$ cat src/verilog/tag_store_defs.svh
// Geometry of the tag store, shared by the package and the RTL
// TS_NUM_WAYS must be a power of two, since the replacement pointer wraps
// by overflow of the binary way number
// The set count is 2**TS_INDEX_W

`ifndef TAG_STORE_DEFS_SVH
`define TAG_STORE_DEFS_SVH

// Associativity
`define TS_NUM_WAYS 4

// Set index width, 16 sets
`define TS_INDEX_W 4

// Stored tag width
`define TS_TAG_W 8

`endif
$ cat src/verilog/tag_store_pkg.sv
// Types shared by all tag store stages
// Widths come from the geometry macros in the defs header
// way_bin_t is sized for 4 ways

`default_nettype none

`include "tag_store_defs.svh"

package tag_store_pkg;

  // One bit per way, used for indicators, hits, victims and locks
  typedef logic [`TS_NUM_WAYS-1:0] way_ind_t;

  // Binary way number
  typedef logic [$clog2(`TS_NUM_WAYS)-1:0] way_bin_t;

  typedef logic [`TS_INDEX_W-1:0] index_t;
  typedef logic [`TS_TAG_W-1:0]   tag_t;

  // Storage word, valid and dirty above the tag
  typedef struct packed {
    logic valid;
    logic dirty;
    tag_t tag;
  } tag_entry_t;

  // Operation requested on the channel
  typedef enum logic {
    TAG_LOOKUP = 1'b0,
    TAG_FLUSH  = 1'b1
  } tag_mode_e;

endpackage

`default_nettype wire

$ cat src/verilog/tag_store_top.sv
// Tag store top level, four-way set-associative, one operation in flight
// ready_o is high only while no operation is in flight
// The next request is taken at the earliest one edge after the response

`timescale 1ns/100ps
`default_nettype none

`include "tag_store_defs.svh"

module tag_store_top (
  input  logic                     clk_i,
  input  logic                     rst_n_i,
  // Scratchpad-locked ways, never evicted
  input  tag_store_pkg::way_ind_t  spm_lock_i,
  // Request channel
  input  logic                     valid_i,
  input  tag_store_pkg::tag_mode_e mode_i,
  input  tag_store_pkg::index_t    index_i,
  input  tag_store_pkg::tag_t      tag_i,
  input  logic                     dirty_i,
  input  tag_store_pkg::way_ind_t  indicator_i,
  output logic                     ready_o,
  // Response channel
  output logic                     valid_o,
  output logic                     res_hit_o,
  output logic                     res_evict_o,
  output tag_store_pkg::way_ind_t  res_indicator_o,
  output tag_store_pkg::tag_t      res_evict_tag_o,
  input  logic                     ready_i
);

  // Held request
  tag_store_pkg::tag_mode_e  req_mode;
  tag_store_pkg::tag_t       req_tag;
  tag_store_pkg::way_ind_t   req_ind;
  // Storage port
  logic                      ram_rd, ram_rdvalid;
  tag_store_pkg::way_ind_t   ram_wmask;
  tag_store_pkg::index_t     ram_index;
  tag_store_pkg::tag_entry_t ram_wdata;
  tag_store_pkg::tag_entry_t [`TS_NUM_WAYS-1:0] ram_rdata;
  // Execute results
  tag_store_pkg::way_ind_t   hit, victim;
  tag_store_pkg::tag_entry_t sel_entry;
  logic                      resp_done;

  tag_req_decode i_decode (
    .clk_i       (clk_i),
    .rst_n_i     (rst_n_i),
    .valid_i     (valid_i),
    .mode_i      (mode_i),
    .index_i     (index_i),
    .tag_i       (tag_i),
    .dirty_i     (dirty_i),
    .indicator_i (indicator_i),
    .hit_i       (hit),
    .victim_i    (victim),
    .sel_entry_i (sel_entry),
    .rdvalid_i   (ram_rdvalid),
    .resp_done_i (resp_done),
    .ready_o     (ready_o),
    .mode_o      (req_mode),
    .tag_o       (req_tag),
    .dirty_o     (),
    .indicator_o (req_ind),
    .rd_o        (ram_rd),
    .wmask_o     (ram_wmask),
    .index_o     (ram_index),
    .wdata_o     (ram_wdata)
  );

  tag_way_ram i_ram (
    .clk_i     (clk_i),
    .rst_n_i   (rst_n_i),
    .rd_i      (ram_rd),
    .wmask_i   (ram_wmask),
    .index_i   (ram_index),
    .wdata_i   (ram_wdata),
    .rdata_o   (ram_rdata),
    .rdvalid_o (ram_rdvalid)
  );

  tag_hit_evict i_hit_evict (
    .clk_i       (clk_i),
    .rst_n_i     (rst_n_i),
    .rdvalid_i   (ram_rdvalid),
    .mode_i      (req_mode),
    .tag_i       (req_tag),
    .indicator_i (req_ind),
    .spm_lock_i  (spm_lock_i),
    .rdata_i     (ram_rdata),
    .hit_o       (hit),
    .victim_o    (victim),
    .sel_entry_o (sel_entry)
  );

  tag_result i_result (
    .clk_i           (clk_i),
    .rst_n_i         (rst_n_i),
    .rdvalid_i       (ram_rdvalid),
    .mode_i          (req_mode),
    .indicator_i     (req_ind),
    .hit_i           (hit),
    .victim_i        (victim),
    .sel_entry_i     (sel_entry),
    .ready_i         (ready_i),
    .valid_o         (valid_o),
    .res_hit_o       (res_hit_o),
    .res_evict_o     (res_evict_o),
    .res_indicator_o (res_indicator_o),
    .res_evict_tag_o (res_evict_tag_o),
    .resp_done_o     (resp_done)
  );

endmodule

`default_nettype wire

$ cat src/verilog/tag_result.sv
// Result stage, forms the response and holds it in an output register
// Response fields hold while valid_o is high and ready_i is low
// resp_done_o marks the handshake edge

`timescale 1ns/100ps
`default_nettype none

module tag_result (
  input  logic                      clk_i,
  input  logic                      rst_n_i,
  input  logic                      rdvalid_i,
  input  tag_store_pkg::tag_mode_e  mode_i,
  input  tag_store_pkg::way_ind_t   indicator_i,
  input  tag_store_pkg::way_ind_t   hit_i,
  input  tag_store_pkg::way_ind_t   victim_i,
  input  tag_store_pkg::tag_entry_t sel_entry_i,
  input  logic                      ready_i,
  output logic                      valid_o,
  output logic                      res_hit_o,
  output logic                      res_evict_o,
  output tag_store_pkg::way_ind_t   res_indicator_o,
  output tag_store_pkg::tag_t       res_evict_tag_o,
  output logic                      resp_done_o
);

  logic                    out_busy_q;
  logic                    hit_d, evict_d;
  tag_store_pkg::way_ind_t ind_d;
  tag_store_pkg::tag_t     evict_tag_d;

  // Flush and miss both report the selected entry
  always_comb begin
    hit_d       = 1'b0;
    ind_d       = indicator_i;
    evict_d     = sel_entry_i.valid & sel_entry_i.dirty;
    evict_tag_d = sel_entry_i.tag;
    if (mode_i == tag_store_pkg::TAG_LOOKUP) begin
      if (|hit_i) begin
        hit_d       = 1'b1;
        ind_d       = hit_i;
        evict_d     = 1'b0;
        evict_tag_d = '0;
      end else begin
        ind_d = victim_i;
      end
    end
  end

  always_ff @(posedge clk_i or negedge rst_n_i) begin
    if (!rst_n_i) begin
      out_busy_q <= 1'b0;
    end else if (rdvalid_i) begin
      out_busy_q <= 1'b1;
    end else if (resp_done_o) begin
      out_busy_q <= 1'b0;
    end
  end

  // Output register, loaded once per operation
  always_ff @(posedge clk_i) begin
    if (rdvalid_i) begin
      res_hit_o       <= hit_d;
      res_evict_o     <= evict_d;
      res_indicator_o <= ind_d;
      res_evict_tag_o <= evict_tag_d;
    end
  end

  assign valid_o     = out_busy_q;
  assign resp_done_o = out_busy_q & ready_i;

  resp_stable: assert property (@(posedge clk_i) disable iff (!rst_n_i)
    (valid_o && !ready_i) |=>
      (valid_o && $stable({res_hit_o, res_evict_o, res_indicator_o, res_evict_tag_o})))
    else $error("response changed under back-pressure");

endmodule

`default_nettype wire

$ cat src/verilog/tag_hit_evict.sv
// Execute stage of the tag store
// Tag compare and victim choice are combinational on the read data
// Victim order is lowest invalid eligible way, else round robin from a pointer
// Locked ways are never chosen as victim

`timescale 1ns/100ps
`default_nettype none

`include "tag_store_defs.svh"

module tag_hit_evict (
  input  logic                                         clk_i,
  input  logic                                         rst_n_i,
  input  logic                                         rdvalid_i,
  input  tag_store_pkg::tag_mode_e                     mode_i,
  input  tag_store_pkg::tag_t                          tag_i,
  input  tag_store_pkg::way_ind_t                      indicator_i,
  input  tag_store_pkg::way_ind_t                      spm_lock_i,
  input  tag_store_pkg::tag_entry_t [`TS_NUM_WAYS-1:0] rdata_i,
  output tag_store_pkg::way_ind_t                      hit_o,
  output tag_store_pkg::way_ind_t                      victim_o,
  output tag_store_pkg::tag_entry_t                    sel_entry_o
);

  localparam int unsigned NumWays = `TS_NUM_WAYS;

  tag_store_pkg::way_bin_t ptr_q;
  tag_store_pkg::way_ind_t eligible, free_elig;
  tag_store_pkg::way_bin_t victim_bin, sel_bin, cand;
  logic                    victim_found, use_ptr;

  // One-hot to binary, lowest set bit of a one-hot vector
  function automatic tag_store_pkg::way_bin_t ind_to_bin(tag_store_pkg::way_ind_t ind);
    tag_store_pkg::way_bin_t bin;
    bin = '0;
    for (int w = NumWays - 1; w >= 0; w--) begin
      if (ind[w]) begin
        bin = tag_store_pkg::way_bin_t'(w);
      end
    end
    return bin;
  endfunction

  // ----------------------------------------------------------------------
  // Hit detection and eligibility
  // ----------------------------------------------------------------------
  always_comb begin
    for (int w = 0; w < NumWays; w++) begin
      hit_o[w]     = indicator_i[w] & rdata_i[w].valid & (rdata_i[w].tag == tag_i);
      eligible[w]  = indicator_i[w] & ~spm_lock_i[w];
      free_elig[w] = eligible[w] & ~rdata_i[w].valid;
    end
  end

  // ----------------------------------------------------------------------
  // Victim selection
  // ----------------------------------------------------------------------
  always_comb begin
    victim_bin   = '0;
    victim_found = 1'b0;
    use_ptr      = 1'b0;
    cand         = '0;
    if (|free_elig) begin
      victim_bin   = ind_to_bin(free_elig);
      victim_found = 1'b1;
    end else begin
      // Scan downwards so the smallest offset from the pointer wins
      for (int k = NumWays - 1; k >= 0; k--) begin
        cand = ptr_q + tag_store_pkg::way_bin_t'(k);
        if (eligible[cand]) begin
          victim_bin   = cand;
          victim_found = 1'b1;
          use_ptr      = 1'b1;
        end
      end
    end
  end

  assign victim_o = victim_found ? (tag_store_pkg::way_ind_t'(1) << victim_bin) : '0;

  // Entry of the hit, victim or flushed way
  always_comb begin
    if (mode_i == tag_store_pkg::TAG_FLUSH) begin
      sel_bin = ind_to_bin(indicator_i);
    end else if (|hit_o) begin
      sel_bin = ind_to_bin(hit_o);
    end else begin
      sel_bin = victim_bin;
    end
  end

  assign sel_entry_o = rdata_i[sel_bin];

  // Pointer moves past a round-robin victim only
  always_ff @(posedge clk_i or negedge rst_n_i) begin
    if (!rst_n_i) begin
      ptr_q <= '0;
    end else if (rdvalid_i && (mode_i == tag_store_pkg::TAG_LOOKUP) && !(|hit_o) && use_ptr) begin
      ptr_q <= victim_bin + tag_store_pkg::way_bin_t'(1);
    end
  end

  hit_onehot: assert property (@(posedge clk_i) disable iff (!rst_n_i)
    rdvalid_i |-> $onehot0(hit_o))
    else $error("tag matched in more than one way");

  // A miss needs somewhere to go
  miss_has_way: assert property (@(posedge clk_i) disable iff (!rst_n_i)
    (rdvalid_i && (mode_i == tag_store_pkg::TAG_LOOKUP) && !(|hit_o)) |-> (|eligible))
    else $error("lookup miss with every indicated way locked");

endmodule

`default_nettype wire

$ cat src/verilog/tag_way_ram.sv
// Tag entry storage, one flip-flop array per way
// All ways are read together, one cycle of read latency
// Resets to all entries invalid

`timescale 1ns/100ps
`default_nettype none

`include "tag_store_defs.svh"

module tag_way_ram (
  input  logic                                         clk_i,
  input  logic                                         rst_n_i,
  input  logic                                         rd_i,
  input  tag_store_pkg::way_ind_t                      wmask_i,
  input  tag_store_pkg::index_t                        index_i,
  input  tag_store_pkg::tag_entry_t                    wdata_i,
  output tag_store_pkg::tag_entry_t [`TS_NUM_WAYS-1:0] rdata_o,
  output logic                                         rdvalid_o
);

  localparam int unsigned NumWays = `TS_NUM_WAYS;
  localparam int unsigned NumSets = 1 << `TS_INDEX_W;

  tag_store_pkg::tag_entry_t mem_q [NumWays][NumSets];

  // Storage array, per-way write enable
  always_ff @(posedge clk_i or negedge rst_n_i) begin
    if (!rst_n_i) begin
      for (int w = 0; w < NumWays; w++) begin
        for (int s = 0; s < NumSets; s++) begin
          mem_q[w][s] <= '0;
        end
      end
    end else begin
      for (int w = 0; w < NumWays; w++) begin
        if (wmask_i[w]) begin
          mem_q[w][index_i] <= wdata_i;
        end
      end
    end
  end

  // Read port, all ways at one index
  always_ff @(posedge clk_i) begin
    if (rd_i) begin
      for (int w = 0; w < NumWays; w++) begin
        rdata_o[w] <= mem_q[w][index_i];
      end
    end
  end

  // One-cycle valid token per read
  always_ff @(posedge clk_i or negedge rst_n_i) begin
    if (!rst_n_i) begin
      rdvalid_o <= 1'b0;
    end else begin
      rdvalid_o <= rd_i;
    end
  end

  // Decode never reads and writes in the same cycle
  no_rd_wr: assert property (@(posedge clk_i) disable iff (!rst_n_i)
    !(rd_i && (|wmask_i)))
    else $error("storage read and write in the same cycle");

endmodule

`default_nettype wire

$ cat src/verilog/tag_req_decode.sv
// Request decode stage of the tag store
// Holds one request from acceptance until its response is taken
// Request fields must stay stable while valid_i is high
// A flush must name exactly one way

`timescale 1ns/100ps
`default_nettype none

module tag_req_decode (
  input  logic                      clk_i,
  input  logic                      rst_n_i,
  // Request channel
  input  logic                      valid_i,
  input  tag_store_pkg::tag_mode_e  mode_i,
  input  tag_store_pkg::index_t     index_i,
  input  tag_store_pkg::tag_t       tag_i,
  input  logic                      dirty_i,
  input  tag_store_pkg::way_ind_t   indicator_i,
  // Execute stage results
  input  tag_store_pkg::way_ind_t   hit_i,
  input  tag_store_pkg::way_ind_t   victim_i,
  input  tag_store_pkg::tag_entry_t sel_entry_i,
  input  logic                      rdvalid_i,
  input  logic                      resp_done_i,
  output logic                      ready_o,
  // Held request
  output tag_store_pkg::tag_mode_e  mode_o,
  output tag_store_pkg::tag_t       tag_o,
  output logic                      dirty_o,
  output tag_store_pkg::way_ind_t   indicator_o,
  // Storage control
  output logic                      rd_o,
  output tag_store_pkg::way_ind_t   wmask_o,
  output tag_store_pkg::index_t     index_o,
  output tag_store_pkg::tag_entry_t wdata_o
);

  typedef enum logic [1:0] {
    ST_IDLE,
    ST_READ,
    ST_WAIT,
    ST_RESP
  } state_e;

  state_e state_q, state_d;
  logic   accept;

  // ----------------------------------------------------------------------
  // Control FSM
  // ----------------------------------------------------------------------
  assign ready_o = (state_q == ST_IDLE);
  assign accept  = valid_i & ready_o;
  // Storage read goes out the cycle after acceptance, from the held index
  assign rd_o    = (state_q == ST_READ);

  always_comb begin
    state_d = state_q;
    case (state_q)
      ST_IDLE: if (valid_i) state_d = ST_READ;
      ST_READ: state_d = ST_WAIT;
      ST_WAIT: if (rdvalid_i) state_d = ST_RESP;
      ST_RESP: if (resp_done_i) state_d = ST_IDLE;
      default: state_d = ST_IDLE;
    endcase
  end

  always_ff @(posedge clk_i or negedge rst_n_i) begin
    if (!rst_n_i) begin
      state_q <= ST_IDLE;
    end else begin
      state_q <= state_d;
    end
  end

  // Request hold registers
  always_ff @(posedge clk_i) begin
    if (accept) begin
      mode_o      <= mode_i;
      index_o     <= index_i;
      tag_o       <= tag_i;
      dirty_o     <= dirty_i;
      indicator_o <= indicator_i;
    end
  end

  // ----------------------------------------------------------------------
  // Storage write-back, in the cycle the read data is present
  // ----------------------------------------------------------------------
  always_comb begin
    wmask_o = '0;
    wdata_o = '0;
    if ((state_q == ST_WAIT) && rdvalid_i) begin
      if (mode_o == tag_store_pkg::TAG_FLUSH) begin
        // Clear the flushed entry
        wmask_o = indicator_o;
      end else if (|hit_i) begin
        // Dirty upgrade only for a clean line
        if (dirty_o && !sel_entry_i.dirty) begin
          wmask_o = hit_i;
          wdata_o = tag_store_pkg::tag_entry_t'{valid: 1'b1, dirty: 1'b1, tag: tag_o};
        end
      end else begin
        // Miss, allocate in the victim way
        wmask_o = victim_i;
        wdata_o = tag_store_pkg::tag_entry_t'{valid: 1'b1, dirty: dirty_o, tag: tag_o};
      end
    end
  end

  // Flush targets a single way
  flush_onehot: assert property (@(posedge clk_i) disable iff (!rst_n_i)
    (accept && (mode_i == tag_store_pkg::TAG_FLUSH)) |-> $onehot(indicator_i))
    else $error("flush accepted without a one-hot way indicator");

endmodule

`default_nettype wire

$ cat config.mk
export PLATFORM = sky130hd
export DESIGN_NAME = tag_store_top
export DESIGN_NICKNAME = d
export VERILOG_FILES = /design/src/verilog/tag_store_pkg.sv /design/src/verilog/tag_store_top.sv /design/src/verilog/tag_result.sv /design/src/verilog/tag_hit_evict.sv /design/src/verilog/tag_way_ram.sv /design/src/verilog/tag_req_decode.sv
export VERILOG_INCLUDE_DIRS = /design/src /design/src/verilog
export SDC_FILE = /design/constraint.sdc
export NUM_CORES = 1
export LEC_CHECK = 0
export ABC_AREA = 1
export BUFFER_PORTS_ARGS = -buffer_cell sky130_fd_sc_hd__clkbuf_2
export CAP_MARGIN = 20
export CORE_MARGIN = 2
export CORE_UTILIZATION = 40
export CTS_BUF_LIST = sky130_fd_sc_hd__clkbuf_8
export CTS_CLUSTER_SIZE = 24
export DETAILED_ROUTE_END_ITERATION = 10
export GPL_TIMING_DRIVEN = 0
export HOLD_SLACK_MARGIN = 0.03
export SLEW_MARGIN = 0
export SYNTH_ARGS = -nofsm -noshare
export SYNTH_HDL_FRONTEND = slang
export SYNTH_HIERARCHICAL = 1
export SYNTH_SLANG_ARGS = --single-unit
export TNS_END_PERCENT = 10
$ cat constraint.sdc
create_clock -name clk_i -period 8.6 [get_ports clk_i]
set_clock_uncertainty 0.1 [all_clocks]
set_input_delay 0 -clock clk_i [delete_from_list [all_inputs] [get_ports clk_i]]
set_output_delay 0 -clock clk_i [all_outputs]
set_load 0.02 [all_outputs]
==> qor.csv, run 1 <==
metric,value,unit
final_util,0.461,
drive_gt1_frac,0.0855,
maxClockFrequency,206,MHz
io_buffers,41,
synthArstFlopShare,0.900,
htree_levels,4,
die_h,299,um
synth-seq-cells,718,
worstSetupStartpointType,flip-flop,
wl_per_cell,19.4,um
ir_worst_vdd,0.157,mV
grt_pass1_vias,30000,
hpwl,82.5,mm
post-route-period-util,0.563,
tightest_slew,0.878,ns
hold_buffers,49,
path_max_fanout,10,
route.detailed.drc,0,
fillerInstances,8843,
synth_top_family_by_area,simple AND/OR/NAND/NOR gates,
synth_compound_area_frac,0.0982,
dp_cells,5854,
place_congestion,0.925,
rsz0062_at_grt,no,
dr.first_iter.drc_count,3655,
grt_usage,0.269,
synth_cells,4651,
min_period,4.84,ns
cp.arrival,5.40,ns
total_power,0.00867,W
yosysSeqAreaShare,0.525,
ant_nets,0,
synth_edf_count,72,
synthDistinctLibCells,38,
synthXorXnorAreaFrac,0.00402,
clk_latency,0.80,ns
placed_cell_area,36700,um2
cts_buffers,131,
globalRouteOverflowTotal,0,
start_util,0.403,
final_hold_viol_count,0,
synth.avg_cell_area,7.50,um2
critical_path_required,9.16,ns
holdWs,0.108,ns
final_net_count,4916,
critPathKind,flip-flop to flip-flop,
yosys-mux-area-fraction,0,
synth-simple-area-share,0.298,
maxSlewViolCount,0,
dieWidth,299,um
clk_pin_slew,0.05,ns
drtPass1Iterations,6,
post-cts-setup-buffers,0,
die_area,89600,um2
end_kind,flip-flop,
final_cells,6139,
grt_max_degree,113,
clockBufferDepth,3,
antenna_found_initial,2,
ys.flop_type,dfrtp_1,
num_vias,31200,
maxCapViolCount,0,
yosysWarnings,6,
syn_nets,4686,
hold_path.class,primary input to flip-flop,
outcome,"complete, no violations",
grt_pass1_wl,183,mm
cts_tree,built,
core_area,86600,um2
ctsResizeCount,0,
synth_fa_ha_area_frac,0.00323,
area_growth,14.4,%
ioPinCount,42,
powerDensity,217,nW/um2
syn_area,34900,um2
cts.sinks,718,
totalWireLength,119,mm
drt-vias-per-instance,5.09,
relSlewSlack,0.414,
setup_violations,0,
power_leakage,19.9,nW
clockRootBuffer,clkbuf_8,
design_area,39900,um2
std_cell_rows,108,
## registers in the layout, summed over array words and instances (netlist names), 2 cells and up
name,cells
i_decode/index_o,4
i_decode/tag_o,8
i_decode/indicator_o,4
i_result/res_evict_tag_o,8
i_ram/mem_q,640
i_decode/state_q,2
i_ram/rdata_o,40
i_result/res_indicator_o,4
i_hit_evict/ptr_q,2
## through the flow
stage,setup WS (ns),TNS [ns]
after floorplan,5.53,0
after global placement,-8.45,-5380.43
after detailed placement,4.17,0
after CTS,3.88,0
after global routing,3.48,0
final,3.76,0
## Yosys cell counts, types with 2 or more instances
cell | number | area, um2
a21oi_1 | 14 | 70.1
nand3_1 | 66 | 330
nor2_2 | 24 | 150
a21oi_4 | 2 | 32.5
clkbuf_2 | 4 | 20.0
o21ai_0 | 430 | 2150
buf_6 | 51 | 574
o21ai_1 | 223 | 1120
inv_2 | 14 | 52.6
xor2_1 | 9 | 78.8
o211ai_1 | 2 | 15.0
nor3_1 | 3 | 15.0
inv_4 | 2 | 12.5
buf_1 | 6 | 22.5
inv_1 | 186 | 698
nand2_2 | 11 | 68.8
xnor2_1 | 7 | 61.3
ha_1 | 9 | 113
clkbuf_1 | 202 | 758
edfxtp_1 | 72 | 2160
buf_2 | 62 | 310
nor2_1 | 49 | 184
o21ai_2 | 2 | 17.5
nand4_1 | 5 | 31.3
dfrtp_1 | 646 | 16200
nand2_4 | 5 | 56.3
nand2_1 | 2533 | 9510
buf_4 | 2 | 15.0
## worst max-delay path, cell delays in order (launching register included)
cell	delay, ns
edfxtp_1	0.48
inv_1	0.12
nor2_2	0.16
nand2_1	0.09
a32oi_1	0.16
dlygate4sd3_1	0.58
nand2_2	0.09
dlygate4sd3_1	0.56
inv_1	0.12
ha_1	0.16
inv_1	0.04
nor2_1	0.14
nand3_1	0.09
a21oi_1	0.34
clkbuf_1	0.36
buf_2	0.41
nand2_1	0.13
clkbuf_1	0.34
nand2_1	0.13
o21ai_0	0.09
## per-layer routing
| metal | track usage | wire length, um | part of all wire |
|---|---|---|---|
| met2 | 0.412 | 53100 | 0.45 |
| met1 | 0.374 | 51700 | 0.43 |
| met4 | 0.119 | 5100 | 0.043 |
| met3 | 0.0481 | 9390 | 0.079 |
| met5 | 0 | 0 | 0 |
## logic make-up after synthesis
family	after synthesis
buf+inv	531
flops	718
fa+ha+maj	9
compound gates	676
simple gates	2701
xor+xnor	16
## power by group
group / leakage, nW / switching [W] / total, W / internal [W]
Combinational: 8.70 / 0.00119 / 0.00162 / 0.000440
Sequential: 9.70 / 0.000129 / 0.00376 / 0.00363
Clock: 1.52 / 0.00152 / 0.00328 / 0.00177
## layout make-up
class / instances / area [um2] / share of cell area
Buffer: 328 / 1720 / 0.0430
Multi-Input combinational cell: 3402 / 14100 / 0.353
Sequential cell: 718 / 18300 / 0.459
Antenna cell: 1 / 2.50 / 0.0000627
Clock inverter: 74 / 445 / 0.0112
Timing Repair Buffer: 97 / 907 / 0.0227
Inverter: 203 / 774 / 0.0194
Tap cell: 1155 / 1450 / 0.0362
Clock buffer: 161 / 2220 / 0.0555
## worst paths after layout
kind                                                    from                         endpoint  slack (ns)  cells past startpoint
max                        i_decode/indicator_o[1]$_DFFE_PP_     i_ram/mem_q[467]$_DFFE_PN0P_        3.76                     19
min                                                  valid_i  i_decode/state_q[1]$_DFFE_PN0P_        0.11                      6
max reg2reg                i_decode/indicator_o[1]$_DFFE_PP_     i_ram/mem_q[467]$_DFFE_PN0P_        3.76                     19
min reg2reg                     i_ram/mem_q[186]$_DFFE_PN0P_     i_ram/mem_q[186]$_DFFE_PN0P_        0.38                      2
max in group asynchronous                            rst_n_i     i_ram/mem_q[116]$_DFFE_PN0P_        7.00                      5
min in group asynchronous                            rst_n_i     i_ram/mem_q[483]$_DFFE_PN0P_        0.30                      4
## cell usage in the layout (no fill, tap or decap), drive strengths merged, types with 5 or more instances in the layout
cell / n
nand2: 2549
o21ai: 655
dfrtp: 646
clkbuf: 408
inv: 252
buf: 130
nor2: 74
edfxtp: 72
nand3: 67
dlygate4sd3: 48
clkinv: 18
a21oi: 16
xor2: 9
ha: 9
xnor2: 7
clkinvlp: 5
nand4: 5
Power figures use the tool's default switching activity.
==> inputs of run 2 (changes only) <==
- clock period: 8.6 -> 4.6 ns (I/O delays scaled with it)
==> qor.csv, run 2 (same netlist as run 1, synthesis figures left out) <==
metric,value,unit
outcome,"complete, no violations",
dr.first_iter.drc_count,3564,
drive_gt1_frac,0.0885,
min_period,4.34,ns
hold_path.class,primary input to flip-flop,
endpoint,i_ram/mem_q[88]$_DFFE_PN0P_,
grt_pass1_vias,30000,
post-cts-setup-buffers,0,
area_growth,14.5,%
cp.arrival,4.86,ns
ant_nets,0,
tightest_slew,0.880,ns
drt-vias-per-instance,5.06,
critPathKind,flip-flop to flip-flop,
critical_path_required,5.12,ns
powerDensity,406,nW/um2
hpwl,82.5,mm
maxCapViolCount,0,
grt_usage,0.269,
crit-reg2reg-launch,i_decode/indicator_o[1]$_DFFE_PP_,
rsz0062_at_grt,yes,
pre_cts_ws,0.173,ns
hold_start,valid_i,
post-route-period-util,0.944,
fin_ws,0.259,ns
route.detailed.drc,0,
totalWireLength,119,mm
globalRouteOverflowTotal,0,
cts.sinks,718,
final_hold_viol_count,0,
power_leakage,20.0,nW
final_common_cell,nand2_1,
maxClockFrequency,230,MHz
antenna_found_initial,2,
die_h,299,um
start_util,0.403,
clockBufferDepth,3,
worstSetupStartpointType,flip-flop,
final_net_count,4916,
crit_path_start,i_decode/indicator_o[1]$_DFFE_PP_,
grt_pass1_wl,183,mm
r2r_end,i_ram/mem_q[88]$_DFFE_PN0P_,
end_kind,flip-flop,
final_util,0.461,
ir_worst_vdd,0.293,mV
maxSlewViolCount,0,
worstRegToRegCells,24,
io_buffers,41,
top_register,i_ram/mem_q,
clk_latency,0.81,ns
drtPass1Iterations,7,
wl_per_cell,19.4,um
largest_register_ff_count,640,
reg2reg_slack,0.26,ns
grt_max_degree,113,
reg_top3,"i_ram/mem_q (640), i_ram/rdata_o (40)",
fillerInstances,8845,
ioPinCount,42,
clockRootBuffer,clkbuf_8,
dieWidth,299,um
final_cell_mix,"2533 x nand2_1, 646 x dfrtp_1, 429 x o21ai_0, 228 x inv_1, 224 x o21ai_1",
place_congestion,0.925,
clk_pin_slew,0.06,ns
cts_buffers,131,
relSlewSlack,0.413,
htree_levels,4,
cts_tree,built,
num_vias,31100,
setup_violations,0,
die_area,89600,um2
std_cell_rows,108,
core_area,86600,um2
path_max_fanout,10,
## run 2: changes by cell type in the layout (fill, tap and decap cells not counted)
| cell | change |
|---|---|
| buf_2 | -3 |
| clkbuf_1 | -15 |
| clkbuf_2 | +15 |
| clkbuf_4 | +3 |
| o21ai_0 | -1 |
| o21ai_1 | +1 |
## run 2: metrics by stage
stage          instance area [um2]  total power (W)   TNS, ns  hold WS (ns)  std cells
2_1_floorplan                34900          0.00885         0        -0.396       4651
3_3_place_gp                 36500           0.0101  -7964.43        0.0772       5847
3_5_place_dp                 36700           0.0101         0       -0.0844       5854
4_1_cts                      39900           0.0163         0        0.0368       6138
5_1_grt                      39900           0.0169   -0.0305         0.139       6139
6_report                     39900           0.0162         0         0.108       6139
## run 2: repair_timing
action                     4_1_cts  5_1_grt
setup endpoints to repair        0      381
hold buffers                    49        0
hold endpoints to repair       304        0
resized for setup                0       34
## run 2: power breakdown
group | switching, W | total, W | internal [W]
clock | 0.00283 | 0.00614 | 0.00330
sequential | 0.000243 | 0.00704 | 0.00679
combinational | 0.00221 | 0.00304 | 0.000825
total | 0.00529 | 0.0162 | 0.0109
## run 2: layer usage
layer / GRT usage / part of all wire / vias up
met5: 0 / 0 / -
met4: 0.119 / 0.043 / 0
met3: 0.0481 / 0.077 / 252
met2: 0.412 / 0.45 / 1194
met1: 0.374 / 0.43 / 14700
li1: - / - / 14900
## run 2: how the worst min path moves through the flow
stage / slack [ns] / cells after the start / end
final: 0.11 / 6 / i_decode/state_q[1]$_DFFE_PN0P_
after global placement: 0.08 / 1 / i_decode/tag_o[4]$_DFFE_PP_
after CTS: 0.04 / 6 / i_decode/state_q[1]$_DFFE_PN0P_
after detailed placement: -0.08 / 1 / i_ram/mem_q[501]$_DFFE_PN0P_
after floorplan: -0.40 / 0 / i_decode/state_q[0]$_DFFE_PN0P_
after global routing: 0.14 / 6 / i_decode/state_q[1]$_DFFE_PN0P_
## run 2: layout make-up
class,count,area (um2),area share
Sequential cell,718,18300,0.459
Clock inverter,74,445,0.0112
Inverter,203,774,0.0194
Multi-Input combinational cell,3402,14100,0.352
Clock buffer,161,2220,0.0555
Tap cell,1155,1450,0.0362
Timing Repair Buffer,97,907,0.0227
Buffer,328,1740,0.0436
Antenna cell,1,2.50,0.0000627
## run 2: critical path: stages, from the launching register on
cell           delay, ns
edfxtp_1            0.48
inv_1               0.13
nor2_2              0.16
nand2_1             0.09
a32oi_1             0.16
dlygate4sd3_1       0.58
nand2_2             0.09
nand2_2             0.07
nand2_2             0.06
nand2_2             0.08
buf_6               0.14
nand2_1             0.05
nand3_1             0.09
nand2_1             0.10
inv_1               0.14
nand3_1             0.09
nand2_1             0.07
inv_1               0.04
a21oi_1             0.22
clkbuf_2            0.30
clkbuf_4            0.29
nand2_1             0.09
clkbuf_1            0.30
nand2_1             0.12
o21ai_0             0.10
